<file path="src/include/msr_consts.svh">
// ==================================================
// MSR block constants
// Widths, register map and CPUID fields
// ==================================================
`ifndef MSR_CONSTS_SVH
`define MSR_CONSTS_SVH

`define MSR_DW          32
`define MSR_PSR_DW      10
`define MSR_SR_NUM      4
`define MSR_AW          6

// Byte addresses on the bus
`define MSR_ADDR_PSR    6'h00
`define MSR_ADDR_EPSR   6'h04
`define MSR_ADDR_EPC    6'h08
`define MSR_ADDR_ELSA   6'h0C
`define MSR_ADDR_CPUID  6'h10
`define MSR_ADDR_COREID 6'h14
`define MSR_ADDR_SR0    6'h20

// CPUID fields, feature bits from imm up to tsc
`define MSR_CPUID_VER   8'd1
`define MSR_CPUID_REV   10'd0
`define MSR_CPUID_FEAT  8'b11000011

`endif

</file>
<file path="src/source/msr_pkg.sv">
// ==================================================
// MSR types
// PSR layout and register write requests
// ==================================================
`include "msr_consts.svh"

package msr_pkg;

   // Named PSR bits, MSB first
   typedef struct packed {
      logic       dce;
      logic       ice;
      logic       dmme;
      logic       imme;
      logic       ire;
      logic       rm;
      logic [3:0] rsv;
   } psr_bits_t;

   // Same word seen as raw vector or as named bits
   typedef union packed {
      logic [`MSR_PSR_DW-1:0] raw;
      psr_bits_t              bits;
   } psr_word_t;

   // SR targets sit in the upper half of the encoding
   typedef enum logic [2:0] {
      SEL_PSR, SEL_EPSR, SEL_EPC, SEL_ELSA,
      SEL_SR0, SEL_SR1, SEL_SR2, SEL_SR3
   } msr_sel_t;

   typedef struct packed {
      logic               valid;
      msr_sel_t           sel;
      logic [`MSR_DW-1:0] data;
   } msr_wreq_t;

endpackage

</file>
<file path="src/source/axil_pkg.sv">
// ==================================================
// AXI4-Lite channel types
// ==================================================
`include "msr_consts.svh"

package axil_pkg;

   typedef enum logic [1:0] {
      AXIL_OKAY   = 2'b00,
      AXIL_EXOKAY = 2'b01,
      AXIL_SLVERR = 2'b10,
      AXIL_DECERR = 2'b11
   } axil_resp_t;

   // Master side
   typedef struct packed {
      logic                   awvalid;
      logic [`MSR_AW-1:0]     awaddr;
      logic                   wvalid;
      logic [`MSR_DW-1:0]     wdata;
      logic [`MSR_DW/8-1:0]   wstrb;
      logic                   bready;
      logic                   arvalid;
      logic [`MSR_AW-1:0]     araddr;
      logic                   rready;
   } axil_req_t;

   // Slave side
   typedef struct packed {
      logic                   awready;
      logic                   wready;
      logic                   bvalid;
      axil_resp_t             bresp;
      logic                   arready;
      logic                   rvalid;
      logic [`MSR_DW-1:0]     rdata;
      axil_resp_t             rresp;
   } axil_rsp_t;

endpackage

</file>
<file path="src/source/ex_psr.sv">
// ==================================================
// Machine state registers
// PSR, EPSR, EPC, ELSA, SRs with write-through bypass
// ==================================================
`timescale 1ns/100ps
`include "msr_consts.svh"

module ex_psr (
   input  logic                          clk,
   input  logic                          rst,
   // PSR
   input  logic                          exc_ent,
   input  logic [5:0]                    psr_we,
   input  msr_pkg::psr_word_t            psr_nxt,
   output msr_pkg::psr_word_t            psr,
   output msr_pkg::psr_word_t            psr_nold,
   // EPSR
   input  msr_pkg::psr_word_t            epsr_nxt,
   input  logic                          epsr_we,
   output msr_pkg::psr_word_t            epsr,
   // EPC
   input  logic [`MSR_DW-1:0]            epc_nxt,
   input  logic                          epc_we,
   output logic [`MSR_DW-1:0]            epc,
   // ELSA
   input  logic [`MSR_DW-1:0]            elsa_nxt,
   input  logic                          elsa_we,
   output logic [`MSR_DW-1:0]            elsa,
   // SR
   input  logic [`MSR_DW-1:0]            sr_nxt,
   input  logic [`MSR_SR_NUM-1:0]        sr_we,
   output logic [`MSR_SR_NUM*`MSR_DW-1:0] sr,
   // Read-only IDs
   output logic [`MSR_DW-1:0]            cpuid,
   output logic [`MSR_DW-1:0]            coreid
);

   localparam int NAMED = 6;
   localparam int RSV   = `MSR_PSR_DW - NAMED;

   msr_pkg::psr_word_t     psr_ff;
   msr_pkg::psr_word_t     psr_byp;
   msr_pkg::psr_word_t     psr_ent;
   msr_pkg::psr_word_t     epsr_ff;
   logic [`MSR_DW-1:0]     epc_ff;
   logic [`MSR_DW-1:0]     elsa_ff;
   logic [`MSR_DW-1:0]     sr_ff [`MSR_SR_NUM];

   // Bypass of each named bit with reserved bits held at zero
   always_comb begin
      psr_byp.raw = '0;
      for (int i = 0; i < NAMED; i++) begin
         psr_byp.raw[RSV+i] = psr_we[i] ? psr_nxt.raw[RSV+i] : psr_ff.raw[RSV+i];
      end
   end

   // Exception entry overrides the mode and translation bits
   always_comb begin
      psr_ent = psr_byp;
      if (exc_ent) begin
         psr_ent.bits.rm   = 1'b1;
         psr_ent.bits.ire  = 1'b0;
         psr_ent.bits.imme = 1'b0;
         psr_ent.bits.dmme = 1'b0;
      end
   end

   // No PSR write enable is set in an exception cycle
   assign psr      = psr_ent;
   assign psr_nold = psr_ff;

   always_ff @(posedge clk) begin
      if (rst) begin
         psr_ff.bits <= '{rm: 1'b1, default: '0};
         epsr_ff     <= '0;
         epc_ff      <= '0;
         elsa_ff     <= '0;
      end else begin
         psr_ff <= psr_ent;
         if (epsr_we) begin
            epsr_ff <= epsr_nxt;
         end
         if (epc_we) begin
            epc_ff <= epc_nxt;
         end
         if (elsa_we) begin
            elsa_ff <= elsa_nxt;
         end
      end
   end

   // Scratch registers
   always_ff @(posedge clk) begin
      for (int i = 0; i < `MSR_SR_NUM; i++) begin
         if (sr_we[i]) begin
            sr_ff[i] <= sr_nxt;
         end
      end
   end

   assign epsr = epsr_we ? epsr_nxt : epsr_ff;
   assign epc  = epc_we ? epc_nxt : epc_ff;
   assign elsa = elsa_we ? elsa_nxt : elsa_ff;

   always_comb begin
      for (int i = 0; i < `MSR_SR_NUM; i++) begin
         sr[i*`MSR_DW +: `MSR_DW] = sr_we[i] ? sr_nxt : sr_ff[i];
      end
   end

   assign cpuid  = {{(`MSR_DW-26){1'b0}}, `MSR_CPUID_FEAT, `MSR_CPUID_REV, `MSR_CPUID_VER};
   assign coreid = '0;

endmodule

</file>
<file path="src/source/exc_ctrl.sv">
// ==================================================
// Exception controller
// Steers exception entry, return and bus writes
// ==================================================
`timescale 1ns/100ps
`include "msr_consts.svh"

module exc_ctrl (
   input  logic                    clk,
   input  logic                    rst,
   input  logic                    exc_req,
   input  logic [`MSR_DW-1:0]      exc_pc,
   input  logic [`MSR_DW-1:0]      exc_lsa,
   input  logic                    eret,
   input  msr_pkg::msr_wreq_t      wreq,
   output logic                    wreq_ready,
   output logic                    wdone,
   input  msr_pkg::psr_word_t      psr_nold,
   input  msr_pkg::psr_word_t      epsr,
   output logic                    exc_ent,
   output logic [5:0]              psr_we,
   output msr_pkg::psr_word_t      psr_nxt,
   output msr_pkg::psr_word_t      epsr_nxt,
   output logic                    epsr_we,
   output logic [`MSR_DW-1:0]      epc_nxt,
   output logic                    epc_we,
   output logic [`MSR_DW-1:0]      elsa_nxt,
   output logic                    elsa_we,
   output logic [`MSR_DW-1:0]      sr_nxt,
   output logic [`MSR_SR_NUM-1:0]  sr_we
);

   msr_pkg::msr_wreq_t hold_q;
   msr_pkg::msr_wreq_t cur;
   msr_pkg::psr_word_t bus_psr;
   logic               busy;
   logic               commit;

   // Held write goes first since no new one can arrive while it waits
   assign cur        = hold_q.valid ? hold_q : wreq;
   assign busy       = exc_req | eret;
   assign commit     = cur.valid & ~busy;
   assign wreq_ready = ~hold_q.valid;
   assign wdone      = commit;
   assign exc_ent    = exc_req;

   always_comb begin
      bus_psr.raw      = cur.data[`MSR_PSR_DW-1:0];
      bus_psr.bits.rsv = '0;
   end

   // On exception entry the PSR bits are forced inside the register file
   always_comb begin
      psr_we  = '0;
      psr_nxt = bus_psr;
      if (eret & ~exc_req) begin
         psr_we  = '1;
         psr_nxt = epsr;
      end else if (commit && cur.sel == msr_pkg::SEL_PSR) begin
         psr_we = '1;
      end
   end

   // Saved state on exception entry
   always_comb begin
      epsr_we  = 1'b0;
      epsr_nxt = bus_psr;
      epc_we   = 1'b0;
      epc_nxt  = cur.data;
      elsa_we  = 1'b0;
      elsa_nxt = cur.data;
      if (exc_req) begin
         epsr_we  = 1'b1;
         epsr_nxt = psr_nold;
         epc_we   = 1'b1;
         epc_nxt  = exc_pc;
         elsa_we  = 1'b1;
         elsa_nxt = exc_lsa;
      end else if (commit) begin
         epsr_we = (cur.sel == msr_pkg::SEL_EPSR);
         epc_we  = (cur.sel == msr_pkg::SEL_EPC);
         elsa_we = (cur.sel == msr_pkg::SEL_ELSA);
      end
   end

   always_comb begin
      sr_we  = '0;
      sr_nxt = cur.data;
      if (commit && cur.sel[2]) begin
         sr_we[cur.sel[1:0]] = 1'b1;
      end
   end

   // One-entry hold for a write that collides with an exception event
   always_ff @(posedge clk) begin
      if (rst) begin
         hold_q.valid <= 1'b0;
      end else begin
         hold_q.valid <= busy & cur.valid;
      end
      if (busy & cur.valid) begin
         hold_q.sel  <= cur.sel;
         hold_q.data <= cur.data;
      end
   end

endmodule

</file>
<file path="src/source/msr_axil_port.sv">
// ==================================================
// AXI4-Lite slave for the MSR block
// ==================================================
`timescale 1ns/100ps
`include "msr_consts.svh"

module msr_axil_port (
   input  logic                           clk,
   input  logic                           rst,
   input  axil_pkg::axil_req_t            bus_req,
   output axil_pkg::axil_rsp_t            bus_rsp,
   output msr_pkg::msr_wreq_t             wreq,
   input  logic                           wreq_ready,
   input  logic                           wdone,
   input  msr_pkg::psr_word_t             psr,
   input  msr_pkg::psr_word_t             epsr,
   input  logic [`MSR_DW-1:0]             epc,
   input  logic [`MSR_DW-1:0]             elsa,
   input  logic [`MSR_DW-1:0]             cpuid,
   input  logic [`MSR_DW-1:0]             coreid,
   input  logic [`MSR_SR_NUM*`MSR_DW-1:0] sr
);

   logic                 aw_rdy_q;
   logic                 w_busy;
   logic                 w_hs;
   logic                 bad_q;
   logic                 bvalid_q;
   axil_pkg::axil_resp_t bresp_q;
   logic                 ar_hs;
   logic                 rvalid_q;
   logic [`MSR_DW-1:0]   rdata_q;
   axil_pkg::axil_resp_t rresp_q;
   logic [`MSR_DW-1:0]   rd_word;
   logic                 rd_ok;
   msr_pkg::msr_sel_t    wr_sel;
   logic                 wr_ok;
   msr_pkg::msr_wreq_t   wreq_q;

   assign w_hs  = aw_rdy_q & bus_req.awvalid & bus_req.wvalid;
   assign ar_hs = bus_req.arvalid & ~rvalid_q;

   // Read decode on bypassed values
   always_comb begin
      rd_word = '0;
      rd_ok   = 1'b1;
      case (bus_req.araddr)
         `MSR_ADDR_PSR:    rd_word = `MSR_DW'(psr.raw);
         `MSR_ADDR_EPSR:   rd_word = `MSR_DW'(epsr.raw);
         `MSR_ADDR_EPC:    rd_word = epc;
         `MSR_ADDR_ELSA:   rd_word = elsa;
         `MSR_ADDR_CPUID:  rd_word = cpuid;
         `MSR_ADDR_COREID: rd_word = coreid;
         default: begin
            rd_ok = 1'b0;
            for (int i = 0; i < `MSR_SR_NUM; i++) begin
               if (bus_req.araddr == `MSR_AW'(`MSR_ADDR_SR0 + 4 * i)) begin
                  rd_word = sr[i*`MSR_DW +: `MSR_DW];
                  rd_ok   = 1'b1;
               end
            end
         end
      endcase
   end

   // Write decode, IDs are read-only; full-word writes, strobes not decoded
   always_comb begin
      wr_sel = msr_pkg::SEL_PSR;
      wr_ok  = 1'b1;
      case (bus_req.awaddr)
         `MSR_ADDR_PSR:  wr_sel = msr_pkg::SEL_PSR;
         `MSR_ADDR_EPSR: wr_sel = msr_pkg::SEL_EPSR;
         `MSR_ADDR_EPC:  wr_sel = msr_pkg::SEL_EPC;
         `MSR_ADDR_ELSA: wr_sel = msr_pkg::SEL_ELSA;
         default: begin
            wr_ok = 1'b0;
            for (int i = 0; i < `MSR_SR_NUM; i++) begin
               if (bus_req.awaddr == `MSR_AW'(`MSR_ADDR_SR0 + 4 * i)) begin
                  wr_sel = msr_pkg::msr_sel_t'(int'(msr_pkg::SEL_SR0) + i);
                  wr_ok  = 1'b1;
               end
            end
         end
      endcase
   end

   always_ff @(posedge clk) begin
      if (rst) begin
         aw_rdy_q     <= 1'b0;
         w_busy       <= 1'b0;
         wreq_q.valid <= 1'b0;
         bad_q        <= 1'b0;
         bvalid_q     <= 1'b0;
         rvalid_q     <= 1'b0;
      end else begin
         // One-cycle ready pulse, then wait for the response to drain
         aw_rdy_q <= ~aw_rdy_q & ~w_busy & wreq_ready & bus_req.awvalid & bus_req.wvalid;
         if (w_hs) begin
            w_busy <= 1'b1;
         end else if (bvalid_q & bus_req.bready) begin
            w_busy <= 1'b0;
         end
         wreq_q.valid <= w_hs & wr_ok;
         bad_q        <= w_hs & ~wr_ok;
         if (wdone | bad_q) begin
            bvalid_q <= 1'b1;
         end else if (bus_req.bready) begin
            bvalid_q <= 1'b0;
         end
         if (ar_hs) begin
            rvalid_q <= 1'b1;
         end else if (bus_req.rready) begin
            rvalid_q <= 1'b0;
         end
      end
      if (w_hs) begin
         wreq_q.sel  <= wr_sel;
         wreq_q.data <= bus_req.wdata;
      end
      if (wdone | bad_q) begin
         bresp_q <= bad_q ? axil_pkg::AXIL_SLVERR : axil_pkg::AXIL_OKAY;
      end
      if (ar_hs) begin
         rdata_q <= rd_word;
         rresp_q <= rd_ok ? axil_pkg::AXIL_OKAY : axil_pkg::AXIL_SLVERR;
      end
   end

   assign wreq = wreq_q;

   always_comb begin
      bus_rsp.awready = aw_rdy_q;
      bus_rsp.wready  = aw_rdy_q;
      bus_rsp.bvalid  = bvalid_q;
      bus_rsp.bresp   = bresp_q;
      bus_rsp.arready = ~rvalid_q;
      bus_rsp.rvalid  = rvalid_q;
      bus_rsp.rdata   = rdata_q;
      bus_rsp.rresp   = rresp_q;
   end

endmodule

</file>
<file path="src/source/msr_top.sv">
// ==================================================
// MSR block top
// Bus port, exception controller and register file
// ==================================================
`timescale 1ns/100ps
`include "msr_consts.svh"

module msr_top (
   input  logic                clk,
   input  logic                rst,
   input  axil_pkg::axil_req_t bus_req,
   output axil_pkg::axil_rsp_t bus_rsp,
   input  logic                exc_req,
   input  logic                eret,
   input  logic [`MSR_DW-1:0]  exc_pc,
   input  logic [`MSR_DW-1:0]  exc_lsa,
   output msr_pkg::psr_word_t  psr
);

   msr_pkg::msr_wreq_t              wreq;
   logic                            wreq_ready;
   logic                            wdone;
   logic                            exc_ent;
   logic [5:0]                      psr_we;
   msr_pkg::psr_word_t              psr_nxt;
   msr_pkg::psr_word_t              psr_nold;
   msr_pkg::psr_word_t              epsr_nxt;
   logic                            epsr_we;
   msr_pkg::psr_word_t              epsr;
   logic [`MSR_DW-1:0]              epc_nxt;
   logic                            epc_we;
   logic [`MSR_DW-1:0]              epc;
   logic [`MSR_DW-1:0]              elsa_nxt;
   logic                            elsa_we;
   logic [`MSR_DW-1:0]              elsa;
   logic [`MSR_DW-1:0]              sr_nxt;
   logic [`MSR_SR_NUM-1:0]          sr_we;
   logic [`MSR_SR_NUM*`MSR_DW-1:0]  sr;
   logic [`MSR_DW-1:0]              cpuid;
   logic [`MSR_DW-1:0]              coreid;

   msr_axil_port i_port (
      .clk, .rst, .bus_req, .bus_rsp, .wreq, .wreq_ready, .wdone,
      .psr, .epsr, .epc, .elsa, .cpuid, .coreid, .sr
   );

   exc_ctrl i_exc_ctrl (
      .clk, .rst, .exc_req, .exc_pc, .exc_lsa, .eret, .wreq, .wreq_ready, .wdone,
      .psr_nold, .epsr, .exc_ent, .psr_we, .psr_nxt, .epsr_nxt, .epsr_we,
      .epc_nxt, .epc_we, .elsa_nxt, .elsa_we, .sr_nxt, .sr_we
   );

   ex_psr i_ex_psr (
      .clk, .rst, .exc_ent, .psr_we, .psr_nxt, .psr, .psr_nold,
      .epsr_nxt, .epsr_we, .epsr, .epc_nxt, .epc_we, .epc,
      .elsa_nxt, .elsa_we, .elsa, .sr_nxt, .sr_we, .sr, .cpuid, .coreid
   );

endmodule

</file>
<file path="config.mk">
export PLATFORM = sky130hd
export DESIGN_NAME = msr_top
export DESIGN_NICKNAME = d
export VERILOG_FILES = /design/src/source/msr_pkg.sv /design/src/source/axil_pkg.sv /design/src/source/ex_psr.sv /design/src/source/exc_ctrl.sv /design/src/source/msr_axil_port.sv /design/src/source/msr_top.sv
export VERILOG_INCLUDE_DIRS = /design/src /design/src/include
export SDC_FILE = /design/constraint.sdc
export NUM_CORES = 1
export LEC_CHECK = 0
export BUFFER_PORTS_ARGS = -buffer_cell sky130_fd_sc_hd__buf_2
export CAP_MARGIN = 15
export CORE_UTILIZATION = 30
export CTS_CLUSTER_SIZE = 14
export DETAILED_ROUTE_END_ITERATION = 10
export PLACE_DENSITY = 0.59
export SLEW_MARGIN = 20
export SYNTH_ARGS = -nofsm -noshare
export SYNTH_HDL_FRONTEND = slang
export SYNTH_SLANG_ARGS = --single-unit
</file>
<file path="constraint.sdc">
create_clock -name clk -period 7.7 [get_ports clk]
set_clock_uncertainty 0.1 [all_clocks]
set_input_delay 2.31 -clock clk [delete_from_list [all_inputs] [get_ports clk]]
set_output_delay 2.31 -clock clk [all_outputs]
set_load 0.005 [all_outputs]
</file>
==> key figures <==
Route
  – WL per Instance: 19.90 um
  – Avg Vias per Cell: 5.214
  – Post-route ant nets: 0
  – TritonRoute pass-1 iters: 5
  – Final WL: 43850 um
  – DRT iter0 DRCs: 941
  – DRC: 0
  – Via count: 11490

Clocking
  – Reg clk slew, reported paths: 0.06 ns
  – Clock root buffer: clkbuf_16
  – Max Root-Sink Buffers: 3
  – Clk_lat worst skew: 0.53 ns
  – CTS sink count: 319
  – Post-CTS sizing: 0
  – Setup Buffers After CTS: 0
  – TritonCTS clock tree: built
  – H-tree Lvls: 2
  – Total CTS buffers: 36
  – Post-CTS Hold Fix Bufs: 0

STA
  – RSZ-0062 raised after global routing: false
  – Fmax: 146.0 MHz
  – Relative slew slack: 19.75%
  – Total negative slack: 0 ns
  – PnR worst setup slack: 0.8490 ns
  – # setup viols final: 0
  – Fin. Hold Viols: 0
  – Tcrit/Tclk final: 88.97%
  – Min Tclk post-route: 6.851 ns
  – Max-slew violations: 0
  – Slew @ Worst Pin: 1.204 ns

Pwr
  – Flop pwr share: 49.5%
  – Static leakage: 6.174 nW
  – Pwr Total: 3.685 mW
  – Comb power frac: 6.6%
  – Sw frac: 23.18%
  – Power per Cell Area: 225.8 mW/mm^2
  – Switch Pwr: 0.8543 mW
  – Peak VDD IR: 135.8 uV
  – Int Power: 2.831 mW
  – Clock power share: 43.9%

Logic synthesis
  – Syn_area_per_cell: 9.559 um^2
  – Post-synth EDFFs: 104
  – Ys async rst share: 0%
  – Cells after Synth: 1459
  – Yosys reg bits: 319
  – Yosys cell types: 69
  – Area contributors post-synth: dfxtp_1, edfxtp_1, a21oi_1
  – Warnings, synthesis: 0
  – Post-Syn Area: 0.01395 mm^2
  – Synth top area share: 30.86%
  – Synth cell count leaders: dfxtp_1, nor2_1, a21oi_1, nand2_1, edfxtp_1
  – Top FF cell, synth: dfxtp_1
  – Register area share after synthesis: 53.26%
  – Cell taking the most area after synthesis: dfxtp_1

GRT
  – Largest net degree at the start of global routing: 75
  – All-Layer GR Usage: 18.21%
  – GR Overflow Total: 0
  – Gr busiest metal: met2
  – Vias in the first global route: 10890
  – First-pass GRT wire length: 65510 um
  – Met1 Resource Use GR: 25.18%
  – GR Util met3: 3.180%
  – Initial antenna violation count: 0
  – Met2 usage: 28.48%

Status
  – Status: finished clean

Die
  – Chip height: 217.6 um
  – Cell Rows: 78
  – Core area: 0.04558 mm^2
  – # IOs: 172
  – DIE AREA: 0.04735 mm^2
  – Initial core utilization: 30.60%
  – Die X: 217.6 um

Setup path
  – RR Endpoint: i_port.rdata_q[6]
  – Worst setup EP type: output port
  – R2R Path Start: i_exc_ctrl.hold_q[35]
  – WP buf/inv: 2
  – Crit path max fanout: 14
  – Critical-path top delay cell: or4b_1
  – Crit Path Category: in -> out
  – CP Launch Type: input port
  – Cells along the critical path: buf_2 > or4b_1 > o22a_1 > mux2i_1 > nor2_1 > a21oi_1 > nor2_1 > buf_2
  – Critical Path Sink: psr[5]
  – Critical Path AT: 4.44 ns
  – CP Depth: 8
  – FF-to-FF setup slack: 3.74 ns
  – Crit-path max cell delay: 0.62 ns
  – Worst Setup SP: eret
  – FF-to-FF path depth: 7
  – CP delay by family, top: compound AO/OA/AOI/OAI gates
  – Crit path required time: 5.29 ns

Placed design
  – Port bufs: 161
  – Hpwl dp: 28690 um
  – GPL Wtd Cong: 0.8126
  – DP Worst Slack: 0.8862 ns

Cells and area
  – Layout cell share with drive strength beyond 1: 16.78%
  – ANT cells: 0
  – Area grow syn2layout: 17.03%
  – Fin util: 35.81%
  – Filler cells: 4623
  – Nets: 1697

Job
  – Maxcap violations: 0

Min path
  – Worst Hold Class: reg -> reg
  – Hold Crit Depth: 0
[final cells by class]
class	count	area (um^2)	area share, %
clock buffer	52	1032	6.325
clock inverter	13	71.32	0.4370
inverter	52	195.2	1.196
multi-input combinational	981	5831	35.73
sequential	319	7428	45.52
tap	600	750.7	4.600
timing repair buffer	186	1012	6.202
[worst register-to-register path, stage by stage (launching register included)]
cell and delay [ns]:
dfxtp_2 0.78, nand2_1 0.44, a221oi_4 0.85, buf_4 0.42, and2_1 0.19, o31ai_1 0.09
a2111oi_0 0.66, a31oi_1 0.12
[kinds of logic after synthesis]
family / after synthesis / synth area share [%]
and+or+nand+nor: 436 / 13.76
buffers and inverters: 164 / 5.571
muxes: 93 / 6.738
other: 1 / 0.02689
AOI/OAI and AO/OA: 446 / 20.64
DFF: 319 / 53.26
[sequential cells by signal (all words and copies together), names as in the netlist, 6 cells and up]
register           cells
i_ex_psr.epsr_ff      10
i_ex_psr.epc_ff       32
i_ex_psr.psr_nold      6
i_port.rdata_q        32
i_ex_psr.elsa_ff      32
i_ex_psr.sr_ff       128
i_exc_ctrl.hold_q     36
i_port.wreq           36
[routing by layer]
metal  wire [um]  vias to the layer above  part of all wire, %
met5           0                        -                    0
met4         970                        0                  2.2
met3        3025                       68                  6.9
met2       19630                      456                   45
met1       20220                     5501                   46
li1            -                     5462                    -
[cell usage in the layout (no fill, tap or decap), types with 16 or more instances in the layout]
cell / synthesis / final
and2_1: 23 / 22
buf_4: 21 / 24
nand2_1: 117 / 117
o22ai_1: 16 / 16
nor2_1: 215 / 213
nor3_1: 16 / 16
mux2i_1: 86 / 86
a21oi_1: 191 / 190
edfxtp_1: 104 / 104
nor2b_1: 19 / 18
o21ai_0: 60 / 60
buf_2: 30 / 160
clkbuf_16: 0 / 37
inv_1: 52 / 51
o221ai_1: 22 / 22
dfxtp_1: 215 / 214
a211oi_1: 40 / 40
[power groups by stage]
stage / Clock (mW) / Combinational, mW / Sequential (mW)
4_1_cts: 1.66 / 0.241 / 1.83
2_1_floorplan: 0 / 0.144 / 1.86
3_3_place_gp: 0 / 0.233 / 1.86
6_report: 1.62 / 0.241 / 1.82
5_1_grt: 1.73 / 0.268 / 1.83
3_5_place_dp: 0 / 0.239 / 1.86
[through the flow]
| stage | instances | hold WS (ns) | instance area [um^2] |
|---|---|---|---|
| after global placement | 2137 | 0.3155 | 15210 |
| after CTS | 2202 | 0.3337 | 16310 |
| final | 2203 | 0.3335 | 16320 |
| after global routing | 2203 | 0.3545 | 16320 |
| after floorplan | 1464 | 0.3025 | 13960 |
| after detailed placement | 2137 | 0.3181 | 15210 |
[worst min path at each step]
stage                             from                end  slack, ns
after CTS                 i_port.bad_q  i_port.bresp_q[1]       0.33
after global placement    i_port.bad_q  i_port.bresp_q[1]       0.32
after floorplan           i_port.bad_q  i_port.bresp_q[1]       0.30
after global routing      i_port.bad_q  i_port.bresp_q[1]       0.35
after detailed placement  i_port.bad_q  i_port.bresp_q[1]       0.32
final                     i_port.bad_q  i_port.bresp_q[1]       0.33
Note: power is estimated with default switching activity, not from simulation.
